$ cat src/hdl/rp_io_pkg.sv
`default_nettype none

package rp_io_pkg;

  //////////////////////////////////////////////////////////////////////
  // Widths
  //////////////////////////////////////////////////////////////////////

  localparam int ADC_IN_W   = 16;                   // Raw ADC pin word
  localparam int SMP_W      = 14;                   // Converter sample
  localparam int CH_W       = 16;                   // DAC channel word
  localparam int BUS_W      = 32;                   // Sys bus addr/data
  localparam int REGION_NUM = 8;                    // Regions on addr[22:20]
  localparam int REGION_W   = $clog2(REGION_NUM);
  localparam int OFS_W      = 20;                   // Offset inside a region
  localparam int REGION_HK  = 0;                    // Housekeeping region

  // Housekeeping map
  localparam logic [BUS_W-1:0] HK_ID     = 32'h5250_0101;  // Board ID word
  localparam logic [OFS_W-1:0] OFS_ID    = 20'h00000;
  localparam logic [OFS_W-1:0] OFS_CTRL  = 20'h00004;      // Bit 0 digital loop
  localparam logic [OFS_W-1:0] OFS_LED   = 20'h00008;
  localparam logic [OFS_W-1:0] OFS_DAC_A = 20'h0000C;
  localparam logic [OFS_W-1:0] OFS_DAC_B = 20'h00010;
  localparam logic [OFS_W-1:0] OFS_ADC_A = 20'h00014;      // Read only
  localparam logic [OFS_W-1:0] OFS_ADC_B = 20'h00018;      // Read only

  // Bus address, plain word or region/offset split
  typedef union packed {
    logic [BUS_W-1:0] raw;
    struct packed {
      logic [BUS_W-REGION_W-OFS_W-1:0] unused;   // Top 9 bits, not decoded
      logic [REGION_W-1:0]             region;   // Bits 22..20
      logic [OFS_W-1:0]                offset;   // Register offset
    } f;
  } sys_addr_u;

endpackage

`default_nettype wire

$ cat src/hdl/rp_sys_bus_decoder.sv
`timescale 1ns/1ps
`default_nettype none

module rp_sys_bus_decoder import rp_io_pkg::*; (
  input  logic             adc_clk,
  input  logic             rst_n_i,
  input  sys_addr_u        sys_addr_i,
  input  logic             sys_wen_i,
  input  logic             sys_ren_i,
  output logic [BUS_W-1:0] sys_rdata_o,
  output logic             sys_ack_o,
  output logic             sys_err_o,
  output logic             hk_wen_o,     // Region 0 strobes
  output logic             hk_ren_o,
  input  logic [BUS_W-1:0] hk_rdata_i,
  input  logic             hk_ack_i,
  input  logic             hk_err_i
);

  localparam logic [REGION_NUM-1:0] HK_MASK = REGION_NUM'(1) << REGION_HK;

  logic [REGION_NUM-1:0] rgn_sel;       // One-hot region select
  logic                  strobe;
  logic                  stub_hit;      // Strobe lands in an unused region
  logic                  stub_ack;
  logic [REGION_W-1:0]   pend_region;   // Region of the open request
  logic                  pend_is_hk;

  assign rgn_sel  = REGION_NUM'(1) << sys_addr_i.f.region;
  assign strobe   = sys_wen_i | sys_ren_i;
  assign stub_hit = |(rgn_sel & ~HK_MASK);

  // Strobe steering
  assign hk_wen_o = sys_wen_i & |(rgn_sel & HK_MASK);
  assign hk_ren_o = sys_ren_i & |(rgn_sel & HK_MASK);

  //////////////////////////////////////////////////////////////////////
  // Request tracking
  //////////////////////////////////////////////////////////////////////

  always_ff @(posedge adc_clk or negedge rst_n_i)
  begin
    if (!rst_n_i)
    begin
      pend_region <= '0;
      stub_ack    <= 1'b0;
    end
    else
    begin
      if (strobe)
        pend_region <= sys_addr_i.f.region;   // Held until next strobe
      stub_ack <= strobe & stub_hit;          // Unused regions answer here
    end
  end

  // Answer return, routed by the stored region
  assign pend_is_hk  = (pend_region == REGION_W'(REGION_HK));
  assign sys_ack_o   = pend_is_hk ? hk_ack_i : stub_ack;
  assign sys_rdata_o = pend_is_hk ? hk_rdata_i : '0;    // Stand-in reads zero
  assign sys_err_o   = pend_is_hk & hk_err_i;           // Never an error

endmodule

`default_nettype wire

$ cat src/hdl/rp_housekeeping.sv
`timescale 1ns/1ps
`default_nettype none

module rp_housekeeping import rp_io_pkg::*; #(
  parameter int LED_W = 8
) (
  input  logic                    adc_clk,
  input  logic                    rst_n_i,
  input  sys_addr_u               sys_addr_i,
  input  logic [BUS_W-1:0]        sys_wdata_i,
  input  logic                    hk_wen_i,
  input  logic                    hk_ren_i,
  output logic [BUS_W-1:0]        hk_rdata_o,
  output logic                    hk_ack_o,
  output logic                    hk_err_o,
  output logic [LED_W-1:0]        led_o,
  output logic                    digital_loop_o,
  output logic signed [CH_W-1:0]  dac_a_o,
  output logic signed [CH_W-1:0]  dac_b_o,
  input  logic signed [SMP_W-1:0] adc_a_i,
  input  logic signed [SMP_W-1:0] adc_b_i
);

  logic [OFS_W-1:0] ofs;
  logic [BUS_W-1:0] rd_word;       // Read mux result
  logic             ofs_hit;       // Offset is in the map

  assign ofs = sys_addr_i.f.offset;

  //////////////////////////////////////////////////////////////////////
  // Read decode
  //////////////////////////////////////////////////////////////////////

  always_comb
  begin
    rd_word = '0;
    ofs_hit = 1'b1;
    case (ofs)
      OFS_ID:    rd_word = HK_ID;
      OFS_CTRL:  rd_word = {{(BUS_W-1){1'b0}}, digital_loop_o};
      OFS_LED:   rd_word = {{(BUS_W-LED_W){1'b0}}, led_o};
      OFS_DAC_A: rd_word = {{(BUS_W-CH_W){1'b0}}, dac_a_o};
      OFS_DAC_B: rd_word = {{(BUS_W-CH_W){1'b0}}, dac_b_o};
      // Samples come back sign extended
      OFS_ADC_A: rd_word = {{(BUS_W-SMP_W){adc_a_i[SMP_W-1]}}, adc_a_i};
      OFS_ADC_B: rd_word = {{(BUS_W-SMP_W){adc_b_i[SMP_W-1]}}, adc_b_i};
      default:   ofs_hit = 1'b0;   // Hole in the map reads zero
    endcase
  end

  //////////////////////////////////////////////////////////////////////
  // Writable registers
  //////////////////////////////////////////////////////////////////////

  always_ff @(posedge adc_clk or negedge rst_n_i)
  begin
    if (!rst_n_i)
    begin
      digital_loop_o <= 1'b0;
      led_o          <= '0;
      dac_a_o        <= '0;
      dac_b_o        <= '0;
    end
    else if (hk_wen_i)
    begin
      case (ofs)
        OFS_CTRL:  digital_loop_o <= sys_wdata_i[0];
        OFS_LED:   led_o          <= sys_wdata_i[LED_W-1:0];
        OFS_DAC_A: dac_a_o        <= sys_wdata_i[CH_W-1:0];
        OFS_DAC_B: dac_b_o        <= sys_wdata_i[CH_W-1:0];
        default:   ;               // ID and ADC words are read only
      endcase
    end
  end

  //////////////////////////////////////////////////////////////////////
  // Bus response one cycle after the strobe
  //////////////////////////////////////////////////////////////////////

  always_ff @(posedge adc_clk or negedge rst_n_i)
  begin
    if (!rst_n_i)
    begin
      hk_ack_o <= 1'b0;
      hk_err_o <= 1'b0;
    end
    else
    begin
      hk_ack_o <= hk_wen_i | hk_ren_i;
      hk_err_o <= (hk_wen_i | hk_ren_i) & ~ofs_hit;   // Unmapped offset
    end
  end

  // Read word captured with the strobe
  always_ff @(posedge adc_clk or negedge rst_n_i)
  begin
    if (!rst_n_i)
      hk_rdata_o <= '0;
    else if (hk_ren_i)
      hk_rdata_o <= rd_word;
    else if (hk_wen_i)
      hk_rdata_o <= '0;     // Writes return no data
  end

endmodule

`default_nettype wire

$ cat src/hdl/rp_adc_frontend.sv
`timescale 1ns/1ps
`default_nettype none

module rp_adc_frontend import rp_io_pkg::*; (
  input  logic                    adc_clk,
  input  logic                    rst_n_i,
  input  logic                    run_i,            // Converters running
  input  logic [ADC_IN_W-1:0]     adc_dat_a_i,
  input  logic [ADC_IN_W-1:0]     adc_dat_b_i,
  input  logic                    digital_loop_i,
  input  logic signed [CH_W-1:0]  dac_a_i,
  input  logic signed [CH_W-1:0]  dac_b_i,
  output logic signed [SMP_W-1:0] adc_a_o,
  output logic signed [SMP_W-1:0] adc_b_o
);

  logic [SMP_W-1:0]        raw_a;    // Pin bits 15..2, low 2 unused
  logic [SMP_W-1:0]        raw_b;
  logic signed [SMP_W-1:0] smp_a;    // Input register stage
  logic signed [SMP_W-1:0] smp_b;

  assign raw_a = adc_dat_a_i[ADC_IN_W-1 -: SMP_W];
  assign raw_b = adc_dat_b_i[ADC_IN_W-1 -: SMP_W];

  // Negative slope to two's complement, cleared sample reads as zero
  always_ff @(posedge adc_clk or negedge rst_n_i)
  begin
    if (!rst_n_i)
    begin
      smp_a <= '0;
      smp_b <= '0;
    end
    else
    begin
      smp_a <= run_i ? {raw_a[SMP_W-1], ~raw_a[SMP_W-2:0]} : '0;
      smp_b <= run_i ? {raw_b[SMP_W-1], ~raw_b[SMP_W-2:0]} : '0;
    end
  end

  // Loopback takes the top 14 bits of each DAC word
  assign adc_a_o = digital_loop_i ? dac_a_i[CH_W-1 -: SMP_W] : smp_a;
  assign adc_b_o = digital_loop_i ? dac_b_i[CH_W-1 -: SMP_W] : smp_b;

endmodule

`default_nettype wire

$ cat src/hdl/rp_dac_backend.sv
`timescale 1ns/1ps
`default_nettype none

module rp_dac_backend import rp_io_pkg::*; (
  input  logic                   adc_clk,
  input  logic                   rst_n_i,
  input  logic                   dac_rst_i,     // DAC held in reset
  input  logic signed [CH_W-1:0] dac_a_i,
  input  logic signed [CH_W-1:0] dac_b_i,
  output logic [SMP_W-1:0]       dac_dat_a_o,
  output logic [SMP_W-1:0]       dac_dat_b_o
);

  // Output registers, signed word to inverted offset code
  always_ff @(posedge adc_clk or negedge rst_n_i)
  begin
    if (!rst_n_i)
    begin
      dac_dat_a_o <= '0;
      dac_dat_b_o <= '0;
    end
    else if (dac_rst_i)
    begin
      dac_dat_a_o <= '0;     // Quiet pins during converter reset
      dac_dat_b_o <= '0;
    end
    else
    begin
      dac_dat_a_o <= {dac_a_i[CH_W-1], ~dac_a_i[CH_W-2:CH_W-SMP_W]};  // Drop 2 LSBs
      dac_dat_b_o <= {dac_b_i[CH_W-1], ~dac_b_i[CH_W-2:CH_W-SMP_W]};
    end
  end

endmodule

`default_nettype wire

$ cat src/hdl/rp_reset_sequencer.sv
`timescale 1ns/1ps
`default_nettype none

module rp_reset_sequencer #(
  parameter int LOCK_HOLDOFF = 16     // Cycles in HOLDOFF before run
) (
  input  logic adc_clk,
  input  logic rst_n_i,
  input  logic pll_locked_i,
  output logic run_o,
  output logic dac_rst_o              // Active high, registered
);

  localparam int CNT_W = $clog2(LOCK_HOLDOFF + 1);

  // FSM encoding
  localparam logic [1:0] ST_WAIT_LOCK = 2'd0;
  localparam logic [1:0] ST_HOLDOFF   = 2'd1;
  localparam logic [1:0] ST_RUN       = 2'd2;

  logic [1:0]       state;
  logic [1:0]       state_nxt;
  logic [CNT_W-1:0] cnt;             // Hold-off counter
  logic             cnt_done;

  assign cnt_done = (cnt == CNT_W'(LOCK_HOLDOFF - 1));

  always_comb
  begin
    state_nxt = state;
    case (state)
      ST_WAIT_LOCK: if (pll_locked_i) state_nxt = ST_HOLDOFF;
      ST_HOLDOFF:   if (cnt_done)     state_nxt = ST_RUN;
      ST_RUN:       state_nxt = ST_RUN;
      default:      state_nxt = ST_WAIT_LOCK;
    endcase
    if (!pll_locked_i)
      state_nxt = ST_WAIT_LOCK;      // Lock lost, start over
  end

  always_ff @(posedge adc_clk or negedge rst_n_i)
  begin
    if (!rst_n_i)
    begin
      state     <= ST_WAIT_LOCK;
      cnt       <= '0;
      dac_rst_o <= 1'b1;             // Converters held after reset
    end
    else
    begin
      state     <= state_nxt;
      cnt       <= (state == ST_HOLDOFF) ? cnt + 1'b1 : '0;
      dac_rst_o <= (state_nxt != ST_RUN);   // Tracks run_o, no extra delay
    end
  end

  assign run_o = (state == ST_RUN);

endmodule

`default_nettype wire

$ cat src/hdl/rp_io_top.sv
`timescale 1ns/1ps
`default_nettype none

module rp_io_top import rp_io_pkg::*; #(
  parameter int LOCK_HOLDOFF = 16,   // Cycles from lock to run
  parameter int LED_W        = 8
) (
  input  logic                adc_clk,
  input  logic                rst_n_i,
  input  logic                pll_locked_i,     // Clock source lock
  // ADC pins
  input  logic [ADC_IN_W-1:0] adc_dat_a_i,
  input  logic [ADC_IN_W-1:0] adc_dat_b_i,
  // System bus
  input  sys_addr_u           sys_addr_i,
  input  logic [BUS_W-1:0]    sys_wdata_i,
  input  logic                sys_wen_i,
  input  logic                sys_ren_i,
  output logic [BUS_W-1:0]    sys_rdata_o,
  output logic                sys_ack_o,
  output logic                sys_err_o,
  // DAC pins, one port per channel
  output logic [SMP_W-1:0]    dac_dat_a_o,
  output logic [SMP_W-1:0]    dac_dat_b_o,
  output logic                dac_rst_o,
  output logic [LED_W-1:0]    led_o
);

  //////////////////////////////////////////////////////////////////////
  // Local wires
  //////////////////////////////////////////////////////////////////////

  // Region 0 bus slice
  logic                    hk_wen;
  logic                    hk_ren;
  logic [BUS_W-1:0]        hk_rdata;
  logic                    hk_ack;
  logic                    hk_err;

  logic                    digital_loop;    // ADC readback from DAC words
  logic signed [CH_W-1:0]  dac_a;
  logic signed [CH_W-1:0]  dac_b;
  logic signed [SMP_W-1:0] adc_a;
  logic signed [SMP_W-1:0] adc_b;
  logic                    run;             // Converters out of reset

  //////////////////////////////////////////////////////////////////////
  // Bus decoder and housekeeping
  //////////////////////////////////////////////////////////////////////

  rp_sys_bus_decoder i_dec (
    .adc_clk     (adc_clk),
    .rst_n_i     (rst_n_i),
    .sys_addr_i  (sys_addr_i),
    .sys_wen_i   (sys_wen_i),
    .sys_ren_i   (sys_ren_i),
    .sys_rdata_o (sys_rdata_o),
    .sys_ack_o   (sys_ack_o),
    .sys_err_o   (sys_err_o),
    .hk_wen_o    (hk_wen),
    .hk_ren_o    (hk_ren),
    .hk_rdata_i  (hk_rdata),
    .hk_ack_i    (hk_ack),
    .hk_err_i    (hk_err)
  );

  rp_housekeeping #(
    .LED_W (LED_W)
  ) i_hk (
    .adc_clk        (adc_clk),
    .rst_n_i        (rst_n_i),
    .sys_addr_i     (sys_addr_i),        // Shared address, offset view
    .sys_wdata_i    (sys_wdata_i),
    .hk_wen_i       (hk_wen),
    .hk_ren_i       (hk_ren),
    .hk_rdata_o     (hk_rdata),
    .hk_ack_o       (hk_ack),
    .hk_err_o       (hk_err),
    .led_o          (led_o),
    .digital_loop_o (digital_loop),
    .dac_a_o        (dac_a),
    .dac_b_o        (dac_b),
    .adc_a_i        (adc_a),
    .adc_b_i        (adc_b)
  );

  //////////////////////////////////////////////////////////////////////
  // Converter paths and reset sequencing
  //////////////////////////////////////////////////////////////////////

  rp_adc_frontend i_adc (
    .adc_clk        (adc_clk),
    .rst_n_i        (rst_n_i),
    .run_i          (run),
    .adc_dat_a_i    (adc_dat_a_i),
    .adc_dat_b_i    (adc_dat_b_i),
    .digital_loop_i (digital_loop),
    .dac_a_i        (dac_a),
    .dac_b_i        (dac_b),
    .adc_a_o        (adc_a),
    .adc_b_o        (adc_b)
  );

  rp_dac_backend i_dac (
    .adc_clk     (adc_clk),
    .rst_n_i     (rst_n_i),
    .dac_rst_i   (dac_rst_o),           // Same reset the DAC chip sees
    .dac_a_i     (dac_a),
    .dac_b_i     (dac_b),
    .dac_dat_a_o (dac_dat_a_o),
    .dac_dat_b_o (dac_dat_b_o)
  );

  rp_reset_sequencer #(
    .LOCK_HOLDOFF (LOCK_HOLDOFF)
  ) i_rst_seq (
    .adc_clk      (adc_clk),
    .rst_n_i      (rst_n_i),
    .pll_locked_i (pll_locked_i),
    .run_o        (run),
    .dac_rst_o    (dac_rst_o)
  );

endmodule

`default_nettype wire

$ cat config.mk
export PLATFORM = sky130hd
export DESIGN_NAME = rp_io_top
export DESIGN_NICKNAME = d
export VERILOG_FILES = /design/src/hdl/rp_io_pkg.sv /design/src/hdl/rp_sys_bus_decoder.sv /design/src/hdl/rp_housekeeping.sv /design/src/hdl/rp_adc_frontend.sv /design/src/hdl/rp_dac_backend.sv /design/src/hdl/rp_reset_sequencer.sv /design/src/hdl/rp_io_top.sv
export SDC_FILE = /design/constraint.sdc
export NUM_CORES = 1
export LEC_CHECK = 0
export ABC_AREA = 1
export ABC_CLOCK_PERIOD_IN_PS = 2250
export BUFFER_PORTS_ARGS = -buffer_cell sky130_fd_sc_hd__buf_2
export CORE_MARGIN = 3
export CORE_UTILIZATION = 49
export CTS_BUF_LIST = sky130_fd_sc_hd__clkbuf_4
export DETAILED_ROUTE_END_ITERATION = 6
export HOLD_SLACK_MARGIN = 0.08
export PLACE_DENSITY = 0.77
export SETUP_SLACK_MARGIN = 0.05
export SYNTH_ARGS = -nofsm -noshare
export SYNTH_HDL_FRONTEND = slang
export SYNTH_SLANG_ARGS = --single-unit
$ cat constraint.sdc
create_clock -name adc_clk -period 2.25 [get_ports adc_clk]
set_clock_uncertainty 0.2 [all_clocks]
set_input_delay 0.3375 -clock adc_clk [delete_from_list [all_inputs] [get_ports adc_clk]]
set_output_delay 0.3375 -clock adc_clk [all_outputs]
set_load 0.005 [all_outputs]
==> impl_metrics.csv <==
group,metric,value,unit
outcome,status,"finished, violations left",
outcome,violations,"negative setup slack",
final_layout,drive_gt1_share,26.41,%
logic_synthesis,syn-cell-area,0.005971,sq mm
final_layout,areaGrowthSynthToFinish,27.66,%
clocking,htree_levels,4,
die,coreArea,0.01166,sq mm
die,die_y,116.4,um
final_layout,nets,996,
flow_run,cap_viol_max_count,0,
final_layout,final_cell_mix,"nand2_1, buf_2, dfrtp_1",
detailed_routing,drc_errors,0,
detailed_routing,dr.pass1.iters,6,
place,place_ws,0.1792,ns
timing,max_freq,434.3,MHz
timing,finalSetupViolations,11,
critical_path,rr_endpoint,"i_hk.hk_rdata_o[10]",
timing,period_share,102.3,%
power_and_ir_drop,leakagePower,4.084,nW
min_path,hp-class,"in2async",
critical_path,r2r-start,"i_hk.digital_loop_o",
grt,grt-ovfl-total,0,
place,place_congestion,0.8964,
detailed_routing,routed-via-count,5394,
timing,hold_violations,0,
clocking,clk_pin_slew,0.12,ns
grt,grt_pass1_vias,5061,
grt,grt_max_degree,42,
place,io_buffers,142,
detailed_routing,drtAntennaViolNets,0,
power_and_ir_drop,power_density,540.0,mW/mm^2
clocking,root_buffer,"clkbuf_4",
die,rows,39,
clocking,numCtsBuffers,17,
timing,worst_pin_slew,0.5364,ns
clocking,worstSkewPairLatency,0.52,ns
logic_synthesis,synth_warnings,0,
final_layout,final_common_cell,"nand2_1",
grt,grt_pass1_wl,25320,um
logic_synthesis,synth_cells,702,
timing,slew_headroom,64.24,%
critical_path,r2r_cells,5,
timing,period_minus_slack,2.302,ns
detailed_routing,routedWlPerCell,14.93,um
critical_path,critPathKind,"reg2out",
timing,fin_ws,-0.05241,ns
clocking,clock_path_buffers,2,
logic_synthesis,synth_cell_types,33,
logic_synthesis,synth_nets,805,
place,hpwl,10530,um
final_layout,fin_util,65.36,%
die,die_w,116.4,um
critical_path,cp-start-kind,"flip-flop",
detailed_routing,drtIter0Drc,455,
critical_path,rrSetupSlack,0.42,ns
detailed_routing,via_per_inst,5.142,
critical_path,end_kind,"output pin",
timing,drv_slew,0,
logic_synthesis,synth.avg_cell_area,8.505,sq um
logic_synthesis,ys_seq_area_share,54.09,%
critical_path,cp.arrival,1.76,ns
die,start_util,51.20,%
logic_synthesis,ys_seq_elements,129,
grt,antenna_found_initial,0,
clocking,cts_tree,"yes",
critical_path,startpoint,"i_dec.pend_region[1]",
detailed_routing,postRouteWirelength,15670,um
grt,grt_usage,24.33,%
power_and_ir_drop,ir_worst_vdd,350.3,uV
critical_path,path_max_fanout,5,
die,fp.dieArea,0.01355,sq mm
critical_path,worstPathRequired,1.71,ns
timing,rsz0062_at_grt,"yes",
clocking,cts.sink_count,129,
die,ioPinCount,172,
==> report_power, final <==
part           switching, mW  leakage (nW)  internal (mW)
clock network          0.835         0.132          0.644
registers            0.00697          1.71           2.33
logic                  0.153          2.24          0.147
==> per-layer routing <==
metal,track usage [%],vias up,routed length (um)
met3,4.663,30,1171
li1,-,2613,-
met4,8.275,0,333
met1,34.03,2501,6867
met5,0,-,0
met2,38.41,250,7293
==> worst max path at each step <==
stage | endpoint | slack (ns) | depth (start not counted)
floorplan | sys_rdata_o[17] | 0.10 | 5
global placement | i_hk.hk_rdata_o[12] | 0.20 | 9
detailed placement | i_hk.hk_rdata_o[12] | 0.18 | 9
CTS | sys_ack_o | -0.09 | 3
global route | sys_ack_o | -0.14 | 3
finish | sys_ack_o | -0.05 | 3
==> flip-flops by register name, indices dropped and copies added (netlist names), 2 cells and up <==
register / flops
i_hk.dac_b_o: 16
i_dac.dac_dat_b_o: 14
i_hk.led_o: 8
i_rst_seq.cnt: 5
i_dac.dac_dat_a_o: 14
i_hk.dac_a_o: 16
i_hk.hk_rdata_o: 18
i_rst_seq.state: 2
i_adc.smp_b: 14
i_dec.pend_region: 3
i_adc.smp_a: 14
==> what timing repair did <==
action                                  CTS  global route
endpoints found under the hold margin   206             0
pin swaps                                 1             1
endpoints found under the setup margin   34            52
buffers inserted                          1             0
hold buffers                             55             0
gates resized for setup                   2             9
==> final cells by class <==
cell class / instances / area, sq um
Antenna cell: 1 / 2.502
Sequential cell: 129 / 3229
Multi-Input combinational cell: 453 / 2208
Clock buffer: 18 / 135.1
Timing Repair Buffer: 219 / 1470
Clock inverter: 13 / 121.4
Tap cell: 143 / 178.9
Inverter: 73 / 276.5
Fill cell: 919 / 4040
==> critical path, stage by stage (launching register included) <==
cell	delay, ns
dfrtp_1	0.40
or3_4	0.44
mux2_2	0.28
buf_2	0.13
==> kinds of logic (layout without fill, tap and decap cells) <==
family          Yosys count  count (layout)  synth area share, %
buf+inv                 120             323                9.451
flops                   129             129                54.09
compound gates           77              77                7.125
simple gates            365             365                27.33
mux                       9               9                1.593
fa+ha+maj                 2               2               0.4190
other cells               0               1                    0
==> synth_stat cells, drive strengths merged <==
cell    instances  area (sq um)
o21bai          1         7.510
clkbuf         11         41.29
buf            36         249.0
nand4          51         325.3
dfstp           1         26.28
ha              2         25.02
or3             1         6.260
mux2            4         45.04
inv            71         266.5
nor3            3         25.02
o21ai          69         379.1
a21oi           4         20.02
mux2i           5         50.05
dfrtp         128          3203
nand2         181         691.9
nor3b           1         7.510
a31oi           2         12.51
nand3          10         70.07
clkinv          2         7.510
o22ai           1         6.260
nor2          118         505.5
==> metrics by stage <==
stage / TNS, ns / std cells / hold slack (ns) / area [sq um] / total power, mW
after floorplan: 0 / 702 / -0.1581 / 5973 / 2.449
after global placement: 0 / 961 / 0.1437 / 6770 / 2.592
after detailed placement: 0 / 961 / 0.1472 / 6770 / 2.596
after CTS: -1.472 / 1048 / 0.1010 / 7595 / 4.128
after global routing: -3.156 / 1048 / 0.1357 / 7620 / 4.294
final: -0.1663 / 1049 / 0.1333 / 7622 / 4.116
Note: power is estimated with default switching activity, not from simulation.
